<file path="src/source/datapathPkg.sv">
package datapathPkg;

        localparam int dataWidth = 32;
        localparam int regCount = 16;
        localparam int sourceCodeWidth = 5;
        localparam int divideSteps = 32;
        localparam int immediateWidth = 19;

        typedef enum logic [4:0] {
                opAdd = 5'd3,
                opSub = 5'd4,
                opShr = 5'd5,
                opShl = 5'd6,
                opAnd = 5'd9,
                opOr  = 5'd10,
                opMul = 5'd14,
                opDiv = 5'd15,
                opNeg = 5'd16,
                opNot = 5'd17
        } aluOpT;

        // msb first, so a strobe's bit position equals its source code.
        typedef struct packed {
                logic c;
                logic mdr;
                logic pc;
                logic zLow;
                logic zHigh;
                logic lo;
                logic hi;
                logic [regCount-1:0] gpr;
        } busSourcesT;

        typedef struct packed {
                logic mdr;
                logic mar;
                logic lo;
                logic hi;
                logic z;
                logic y;
                logic ir;
                logic pc;
                logic [regCount-1:0] gpr;
        } loadEnablesT;

        typedef logic [sourceCodeWidth-1:0] sourceCodeT;

        localparam sourceCodeT codeHi = 5'd16;
        localparam sourceCodeT codeLo = 5'd17;
        localparam sourceCodeT codeZHigh = 5'd18;
        localparam sourceCodeT codeZLow = 5'd19;
        localparam sourceCodeT codePc = 5'd20;
        localparam sourceCodeT codeMdr = 5'd21;
        localparam sourceCodeT codeC = 5'd22;
        localparam sourceCodeT codeNone = 5'd31;

endpackage

</file>
<file path="src/source/busEncoder.sv">
`timescale 1ns/1ns

module busEncoder import datapathPkg::*; (
        input  busSourcesT               sources,
        input  logic [dataWidth-1:0]     regValue,
        input  logic [dataWidth-1:0]     mdrValue,
        input  logic [dataWidth-1:0]     hiValue,
        input  logic [dataWidth-1:0]     loValue,
        input  logic [dataWidth-1:0]     zHighValue,
        input  logic [dataWidth-1:0]     zLowValue,
        input  logic [dataWidth-1:0]     pcValue,
        input  logic [dataWidth-1:0]     cValue,
        output sourceCodeT               sourceCode,
        output logic [dataWidth-1:0]     busData
);

        logic [$bits(busSourcesT)-1:0] sourceBits;

        assign sourceBits = sources;

        // or of the indices of all raised strobes, valid for one-hot input.
        always_comb begin
                sourceCode = '0;
                for (int i = 0; i < $bits(busSourcesT); i++) begin
                        if (sourceBits[i])
                                sourceCode = sourceCode | sourceCodeT'(i);
                end
                if (sourceBits == '0)
                        sourceCode = codeNone;
        end

        always_comb begin
                if (sourceCode < regCount) begin
                        busData = regValue;
                end else begin
                        case (sourceCode)
                                codeHi:    busData = hiValue;
                                codeLo:    busData = loValue;
                                codeZHigh: busData = zHighValue;
                                codeZLow:  busData = zLowValue;
                                codePc:    busData = pcValue;
                                codeMdr:   busData = mdrValue;
                                codeC:     busData = cValue;
                                default:   busData = '0;
                        endcase
                end
        end

        // two drivers at once would corrupt the encoded index.
        always_comb begin
                assert final ($onehot0(sourceBits))
                else $error("more than one bus source enabled: %h", sourceBits);
        end

endmodule

</file>
<file path="config.mk">
export PLATFORM = sky130hd
export DESIGN_NAME = busEncoder
export DESIGN_NICKNAME = d
export VERILOG_FILES = /design/src/source/datapathPkg.sv /design/src/source/busEncoder.sv
export SDC_FILE = /design/constraint.sdc
export NUM_CORES = 1
export LEC_CHECK = 0
export ABC_AREA = 1
export BUFFER_PORTS_ARGS = -buffer_cell sky130_fd_sc_hd__buf_2
export CORE_AREA = 3 3 121 123
export DETAILED_ROUTE_END_ITERATION = 8
export DIE_AREA = 0 0 124 126
export PLACE_DENSITY_LB_ADDON = 0.08
export SETUP_SLACK_MARGIN = 0.3
export SLEW_MARGIN = 0
export SYNTH_ARGS = -nofsm -noshare
export SYNTH_HDL_FRONTEND = slang
export SYNTH_SLANG_ARGS = --single-unit
</file>
<file path="constraint.sdc">
create_clock -name vclk -period 3.95
set_input_delay 0.79 -clock vclk [all_inputs]
set_output_delay 0.79 -clock vclk [all_outputs]
set_load 0.02 [all_outputs]
</file>
# Yosys cells after proc, flatten, opt, wreduce, memory -nomap -nowiden
# Cells that the tools add are included.
# word_totals
regBits	0
inputBits	279
# op_classes
order_cmp	1
eq_ne	7
mux	25
reduce_logical	1
# ops
operator	n
case mux 32 bit (7 select lines)	1
two-way mux 5 bit	8
equality test 5 bit, second input constant	7
two-way mux 32 bit	1
two-way mux 4 bit	8
logical NOT 23 bit	1
two-way mux 3 bit	4
less-than comparator 5 bit, second input constant	1
two-way mux 2 bit	2
two-way mux 1 bit	1

# Logic depth before layout (Yosys ltp)
# Gate-level depths: netlist of the first run.
# depth
ltp_word	26
depth_mapped	12
depth_no_buf	11

# Worst setup path after synthesis of the first run
# OpenSTA, ideal clock, no wires.
# synth_path
path_kind	input-to-output
startpoint	in sources[1] in the netlist's numbering
endpoint	out busData[10]
arrival_ns	2.192
required_time_ns	3.160
setup_slack_ns	0.968
cell_stages	10
path_buffers	1
path_cell_list	nor2_1 nand4_1 nor2_4 nand2_1 inv_2 buf_2 nand4_1 nand2_1 nor2_1 nand3_1
# synth_via
elab_chain_cells	26
# synth_rtl
item	line_no	text
from (decl)	busEncoder.sv:4	input busSourcesT sources,
two-way mux 1 bit	busEncoder.sv:25	if (sourceBits[i])
two-way mux 2 bit (2 in series)	busEncoder.sv:25	
two-way mux 3 bit (4 in series)	busEncoder.sv:25	
two-way mux 4 bit (8 in series)	busEncoder.sv:25	
two-way mux 5 bit (7 in series)	busEncoder.sv:25	
two-way mux 5 bit *	busEncoder.sv:28	if (sourceBits == '0)
via sourceCode[0]	busEncoder.sv:13	output sourceCodeT sourceCode,
equality test 5 bit	busEncoder.sv:36	case (sourceCode)
case mux 32 bit (7 select lines)	busEncoder.sv:36	
two-way mux 32 bit *	busEncoder.sv:33	if (sourceCode < regCount) begin
to (decl)	busEncoder.sv:14	output logic [dataWidth-1:0] busData
# Mark *: on every way through the listed nets, which the timed path passes. The rest lies on a longest branch.

# Worst setup path after layout of the first run
# layout_path
startpoint	in sources[21] in the netlist's numbering
endpoint	out busData[24]
# layout_via
elab_chain_cells	6
# layout_rtl
item	line_no
branches (longest 2 deep; another with logical NOT 23 bit)	-
two-way mux 5 bit *	busEncoder.sv:28
equality test 5 bit	busEncoder.sv:36
case mux 32 bit (7 select lines)	busEncoder.sv:36
two-way mux 32 bit *	busEncoder.sv:33
# Every way passes the cells marked *.

==> impl_metrics.yaml, run 1 <==
floorplanning:
  die-area_um2: 15620
  rows: 43
  die_x_um: 124
  die_h_um: 126
  initial_core_util_pct: 20.08
  core_um2: 13770
  ios: 316
detailed_routing:
  first_iter_violations: 195
  viasPerCell: 4.715
  drc: 0
  via_count: 4979
  wl_per_cell_um: 16.43
  drt-total-wl_um: 17350
  detail-route-antenna-nets: 0
  drt_pass1_iterations: 6
grt:
  grt_pass1_wl_um: 24980
  antenna_found_initial: 2
  grt_pass1_vias: 4824
  grt_util_all_layers_pct: 20.11
  grt_max_degree: 65
  grt-ovfl-total: 0
pwr:
  power_density_nw_per_um2: 36.95
  vdd_drop_max_uv: 18.11
  leakage_nw: 2.811
yosys:
  yosys_warnings: 0
  syn_area_per_cell_um2: 4.695
  yosysSeqAreaShare_pct: 0
  syn_area_um2: 2765
  synth_fp_nets: 868
  synth_cells: 589
  yosys.cell_types.count: 18
worst_setup_path:
  cp_top_family: "simple AND/OR/NAND/NOR gates"
  critPathLaunchType: "primary input"
  end_kind: "output pin"
  required_ns: 3.16
  crit_arrival_ns: 2.64
  slowest_stage: "buf_4"
  crit_chain: "buf_2 -> nor2_1 -> nand2_1 -> nor2_4 -> nand3_4 -> o21ai_4 -> buf_4 -> nand4_1 -> nand2_1 -> nor2_1 -> nand3_1 -> buf_2"
  worst-setup-path-type: "primary input to output pin"
  cp_max_fo: 24
  cpPeakStageDelay_ns: 0.37
  worst-path-buf-inv: 3
timing:
  setup_viol: 0
  finalHoldViolCount: 0
  slew_headroom_pct: 52.36
  max_freq_ghz: 0.2919
  tns_ns: 0
  rsz0062_at_grt: "no"
  worst_pin_slew_ns: 0.7135
  fin_crit_ns: 3.426
  period_share_pct: 86.73
  maxSlewViolCount: 0
layout:
  layout_common_cells: "buf_2, nand3_1, nand2_1"
  finalNetCount: 1156
  final_common_cell: "buf_2"
  multi_input_area_um2: 2351
  drive_gt1_share_pct: 41.03
  area_growth_syn_to_layout_pct: 63.08
  nFillCells: 1707
  fin_area_um2: 4509
  nClkBuffers: 0
  nFlopsAndLatches: 0
  seqCellArea_um2: 0
  final_util_pct: 32.74
worst_hold_path:
  hp-class: "primary input to output pin"
placement:
  place_congestion: 0.8245
  port_buffers: 316
  place_area_um2: 4463
  place_hpwl_um: 13680
run_status:
  status: "finished clean"
clock_network:
  cts_hold_buf: 0
run:
  max-cap-violations: 0
-- report_power, final --
| part | switching, mW | internal, mW | total (mW) |
|---|---|---|---|
| Sequential | 0 | 0 | 0 |
| Combinational | 0.0630 | 0.104 | 0.167 |
| Clock | 0 | 0.0000000339 | 0.0000000339 |
| Total | 0.0630 | 0.104 | 0.167 |
-- per-stage QoR --
stage	worst slack, ns	hold slack (ns)	instances	total power [mW]
after floorplan	0.9680	1.789	589	0.02127
after global placement	0.3856	1.914	1051	0.1681
after detailed placement	0.3711	1.917	1051	0.1670
after CTS	0.3659	1.918	1051	0.1680
after global routing	0.3133	1.931	1056	0.1845
final	0.5242	1.913	1056	0.1666
-- synth_stat cells (2+ instances only) --
cell type,number,area [um^2]
nand3_1,160,800.8
nor2_4,5,56.30
nor2_2,5,31.28
nand2_1,141,529.3
nand4_1,66,412.9
nand2_2,2,12.51
nor2_1,110,412.9
nand3_2,3,30.03
inv_2,5,18.77
buf_2,21,105.1
clkbuf_1,11,41.29
buf_1,2,7.510
inv_1,39,146.4
buf_4,15,112.6
-- kinds of logic (layout without fill, tap and decap cells) --
logic type	count (synthesis)	count (layout)	share of synthesized area, %
simple gates	495	495	84.07
buf+inv	93	379	15.61
compound gates	1	1	0.3168
other cells	0	1	0
-- worst paths after layout --
path / startpoint / to / slack [ns] / depth (start not counted)
setup / recovery: sources[21] / busData[24] / 0.52 / 12
hold / removal: regValue[10] / busData[10] / 1.91 / 4
-- metal layers --
| metal | GRT usage (%) | wire length [um] |
|---|---|---|
| met3 | 4.490 | 1777 |
| met2 | 39.17 | 8870 |
| met4 | 3.028 | 274 |
| met5 | 0 | 7 |
| met1 | 22.16 | 6418 |
-- tightest hold or removal path: stages --
cell and delay (ns):
buf_2 0.07, nand2_1 0.04, nand3_1 0.06, buf_2 0.15
-- final cells by class --
| cell class | count | share of cell area (%) |
|---|---|---|
| multi-input combinational | 496 | 52.14 |
| antenna | 1 | 0.05549 |
| timing repair buffer | 335 | 39.15 |
| inverter | 44 | 3.663 |
| tap | 180 | 4.994 |
-- timing repair --
| item | CTS | global route |
|---|---|---|
| endpoints found under the setup margin | 0 | 9 |
| hold endpoints to repair | 0 | 0 |
| buffers inserted | 0 | 4 |
| gates resized for setup | 0 | 3 |
(Power assumes the default switching activity.)
==> run 2, diff against run 1 <==
--- a/config.mk
+++ b/config.mk
@@ -7,9 +7,9 @@
 export LEC_CHECK = 0
 export ABC_AREA = 1
 export BUFFER_PORTS_ARGS = -buffer_cell sky130_fd_sc_hd__buf_2
-export CORE_AREA = 3 3 121 123
+export CORE_AREA = 3 3 122 124
 export DETAILED_ROUTE_END_ITERATION = 8
-export DIE_AREA = 0 0 124 126
+export DIE_AREA = 0 0 125 127
 export PLACE_DENSITY_LB_ADDON = 0.08
 export SETUP_SLACK_MARGIN = 0.3
 export SLEW_MARGIN = 0
==> constraint.sdc (replaced) <==
create_clock -name vclk -period 3.45
set_input_delay 0.69 -clock vclk [all_inputs]
set_output_delay 0.69 -clock vclk [all_outputs]
set_load 0.02 [all_outputs]
==> run 2 against run 1 <==
Critical endpoint is now busData[7]. Sequential cell count unchanged. Sequential share of layout area unchanged. First-iteration DRC count increased by 28%. Die area increased by 1.6%. Count of clock-buffer cells in the layout unchanged. Combinational power increased by 16%. Utilization increased by 3.2 points. Final area increased by 11%.
==> impl_metrics.yaml, run 2 (synthesis results as in run 1) <==
pwr:
  vdd_drop_max_uv: 23.42
  sw_frac_of_total_pct: 37.38
  leakage_nw: 3.044
  power.internal_mw: 0.1215
  power_frac_clock_pct: 0
  combPwrFrac_pct: 100.0
  power_switching_mw: 0.07255
  seqPwrFrac_pct: 0
  power_density_nw_per_um2: 38.88
worst_setup_path:
  critPathLaunchType: "primary input"
  cp_max_fo: 7
  crit_path_start: "sources[21]"
  end_kind: "output pin"
  crit_arrival_ns: 2.39
  required_ns: 2.76
  worst-setup-path-type: "primary input to output pin"
run_status:
  status: "finished clean"
detailed_routing:
  via_count: 5111
  drt-total-wl_um: 17490
  m1WireLength_um: 6792
  viasPerCell: 4.698
  detail-route-antenna-nets: 0
  drt_pass1_iterations: 4
  first_iter_violations: 249
  wl_per_cell_um: 16.08
  met2_length_um: 8884
  dr_wl_met3_um: 1519
  drc: 0
  highest_layer: "met5"
floorplanning:
  ios: 316
  die_h_um: 127
  die-area_um2: 15880
  initial_core_util_pct: 19.92
  rows: 43
  die_x_um: 125
  core_um2: 13880
placement:
  place_congestion: 0.8431
  port_buffers: 316
  place_area_um2: 4588
  place_hpwl_um: 13580
timing:
  max_freq_ghz: 0.3249
  maxSlewViolCount: 0
  period_share_pct: 89.21
  worst_pin_slew_ns: 0.3077
  rsz0062_at_grt: "yes"
  setup_viol: 0
  slew_headroom_pct: 79.46
  finalHoldViolCount: 0
  tns_ns: 0
  fin_crit_ns: 3.078
grt:
  grt_pass1_wl_um: 25150
  grt-ovfl-total: 0
  antenna_found_initial: 2
  grt_max_degree: 55
  grt_pass1_vias: 4923
  grt_util_all_layers_pct: 19.02
layout:
  fin_area_um2: 4992
  layout_common_cells: "buf_2, nand3_1, nand2_1"
  final_common_cell: "buf_2"
  seqCellArea_um2: 0
  drive_gt1_share_pct: 44.87
  area_growth_syn_to_layout_pct: 80.54
  finalNetCount: 1188
  nClkBuffers: 0
  nFillCells: 1642
  nFlopsAndLatches: 0
  final_util_pct: 35.97
run:
  max-cap-violations: 0
worst_hold_path:
  worstHoldStart: "regValue[30]"
  hp-class: "primary input to output pin"
## run 2: cell types whose count changed in the layout (fill, tap and decap cells not counted), sizes merged
cell    previous run  this run
buf              335       363
clkbuf             0         3
clkinv             0         1
inv               44        43
nand3            164       165
## run 2: metrics by stage
stage          hold WS [ns]  total power [mW]  setup WS, ns  std cells
2_1_floorplan         1.589           0.02435        0.6680        589
3_3_place_gp          1.717            0.1880       0.08647       1061
3_5_place_dp          1.713            0.1880       0.06267       1061
4_1_cts               1.715            0.1899        0.3006       1066
5_1_grt               1.740            0.2178        0.2573       1088
6_report              1.710            0.1941        0.3721       1088
## run 2: worst max-delay path, stage by stage
cell      delay (ns)
buf_2           0.11
nor2_2          0.12
nand2_2         0.10
nor2_4          0.17
nand3_4         0.15
nand3_4         0.14
clkinv_4        0.11
nand3_4         0.18
buf_4           0.15
nor2_1          0.04
nor2_2          0.14
nand3_1         0.12
buf_2           0.18
## run 2: layout make-up
type,instances,area (um^2),share of cell area (%)
tap,180,225.2,4.511
antenna,1,2.502,0.05013
multi-input combinational,497,2454,49.15
inverter,44,170.2,3.409
timing repair buffer,366,2141,42.88
## run 2: final timing paths
kind	endpoint	slack, ns	cells after the start
hold / removal	busData[30]	1.71	4
setup / recovery	busData[7]	0.37	13
## run 2: per-layer routing
| layer | global-route usage (%) | vias to the layer above |
|---|---|---|
| li1 | - | 2618 |
| met1 | 22.46 | 2220 |
| met2 | 36.03 | 247 |
| met3 | 3.595 | 24 |
| met4 | 3.508 | 2 |
| met5 | 0 | - |
## run 2: power groups by stage
stage | Combinational, mW | Clock, mW | Sequential (mW)
after floorplan | 0.0243 | 0 | 0
after global placement | 0.188 | 0 | 0
after detailed placement | 0.188 | 0 | 0
after CTS | 0.190 | 0 | 0
after global routing | 0.218 | 0.0000000388 | 0
final | 0.194 | 0.0000000388 | 0
## run 2: repair_timing
action                     CTS  global route
hold buffers                 0             0
gates cloned                 0             4
setup buffers                5            17
resized for setup           11            28
pin swaps                    4            14
setup endpoints to repair   31            31
hold endpoints to repair     0             0
==> run 3, diff against run 2 <==
--- a/config.mk
+++ b/config.mk
@@ -6,10 +6,10 @@
 export NUM_CORES = 1
 export LEC_CHECK = 0
 export ABC_AREA = 1
-export BUFFER_PORTS_ARGS = -buffer_cell sky130_fd_sc_hd__buf_2
-export CORE_AREA = 3 3 122 124
+export CORE_AREA = 3 3 123 125
 export DETAILED_ROUTE_END_ITERATION = 8
-export DIE_AREA = 0 0 125 127
+export DIE_AREA = 0 0 126 128
+export DONT_BUFFER_PORTS = 1
 export PLACE_DENSITY_LB_ADDON = 0.08
 export SETUP_SLACK_MARGIN = 0.3
 export SLEW_MARGIN = 0
==> run 3 against run 2 <==
Total power fell by 84%. Worst hold slack worse by 0.16 ns. Final area fell by 40%. Utilization down 14 points. Non-clock buffer count is 344 lower. Count of clock-buffer cells in the layout is the same. Maximum frequency up 2.9%. Global-route usage shrank 2.5 points. Highest routed layer is now met4. Sequential cell count unchanged. Wire length down 16%.
==> impl_metrics.yaml, run 3 (synthesis results as in run 1) <==
run_status:
  status: "finished clean"
layout:
  finalNetCount: 843
  seqCellArea_um2: 0
  final_common_cell: "nand3_1"
  nFillCells: 1714
  drive_gt1_share_pct: 9.253
  nClkBuffers: 0
  layout_common_cells: "nand3_1, nand2_1, nor2_1"
  nFlopsAndLatches: 0
  num_antenna_cells: 0
  final_util_pct: 21.51
  area_growth_syn_to_layout_pct: 8.824
  multi_input_area_um2: 2381
placement:
  port_buffers: 0
  place_congestion: 0.9201
  place_hpwl_um: 12090
grt:
  use_met2_pct: 31.55
  grt_max_degree: 53
  grt.met3_usage_pct: 2.417
  grt-ovfl-total: 0
  grt_pass1_wl_um: 21570
  gr-max-usage-layer: "met2"
  antenna_found_initial: 0
  use_met1_pct: 18.98
  grt_pass1_vias: 3949
  grt_util_all_layers_pct: 16.48
timing:
  maxSlewViolCount: 0
  slew_headroom_pct: 74.33
  hold_slack_ns: 1.552
  finalHoldViolCount: 0
  fin_crit_ns: 2.991
  tns_ns: 0
  rsz0062_at_grt: "yes"
  period_share_pct: 86.69
  worst_pin_slew_ns: 0.3850
  setup_viol: 0
  max_freq_ghz: 0.3344
pwr:
  power_density_nw_per_um2: 10.08
  leakage_nw: 1.592
  vdd_drop_max_uv: 7.974
  total_power_mw: 0.03032
detailed_routing:
  via_count: 3907
  drc: 0
  first_iter_violations: 190
  drt-total-wl_um: 14760
  detail-route-antenna-nets: 0
  drt_pass1_iterations: 4
  viasPerCell: 5.265
  wl_per_cell_um: 19.89
floorplanning:
  ios: 316
  core_um2: 13990
  die_x_um: 126
  rows: 43
  die-area_um2: 16130
  initial_core_util_pct: 19.77
  die_h_um: 128
run:
  max-cap-violations: 0
worst_setup_path:
  cp_top_family: "simple AND/OR/NAND/NOR gates"
  critPathLaunchType: "primary input"
  worst-setup-path-type: "primary input to output pin"
  worst-path-buf-inv: 2
  end_kind: "output pin"
  crit_arrival_ns: 2.30
  slowest_stage: "buf_4"
  cpPeakStageDelay_ns: 0.27
  cp_max_fo: 32
  crit_chain: "nor2_1 -> nand4_1 -> nor2_4 -> buf_4 -> inv_4 -> nand3_1 -> nand2_1 -> nor2_1 -> nand3_1"
  required_ns: 2.76
worst_hold_path:
  hp-class: "primary input to output pin"
[run 3: cell types whose count changed in the layout (fill, tap and decap cells not counted), sizes merged]
cell and delta:
nand3 -1, diode -1, clkinv -1, inv +1
buf -341, clkbuf -3
[run 3: power by group]
group	leakage [nW]	internal, mW	switching, mW
Clock	0	0	0
Sequential	0	0	0
Combinational	1.59	0.00985	0.0205
[run 3: per-layer routing]
| layer | routed length, um | part of all wire [%] |
|---|---|---|
| met5 | 0 | 0 |
| met4 | 371 | 2.5 |
| met2 | 7831 | 53 |
| met1 | 5408 | 37 |
| met3 | 1146 | 7.8 |
[run 3: metrics by stage]
stage,cells,instance area (um^2),setup slack [ns]
CTS,741,2958,0.3064
global route,742,3009,0.2859
finish,742,3009,0.4592
floorplan,589,2765,0.6680
detailed placement,741,2952,0.2592
global placement,741,2952,0.2909
[run 3: cell type report]
type                            count  share of cell area (%)
Timing Repair Buffer               22                   7.817
Multi-Input combinational cell    496                   79.13
Inverter                           44                   5.572
Tap cell                          180                   7.484
[run 3: timing repair]
action | 4_1_cts | 5_1_grt
pin swaps | 0 | 2
hold buffers | 0 | 0
gates cloned | 0 | 0
endpoints found under the setup margin | 15 | 31
setup buffers | 0 | 1
resized for setup | 2 | 10
[run 3: path summary, 6_finish.rpt]
kind,from,endpoint,slack [ns],depth (start not counted)
min,regValue[19],busData[19],1.55,2
max,sources[1],busData[4],0.46,9
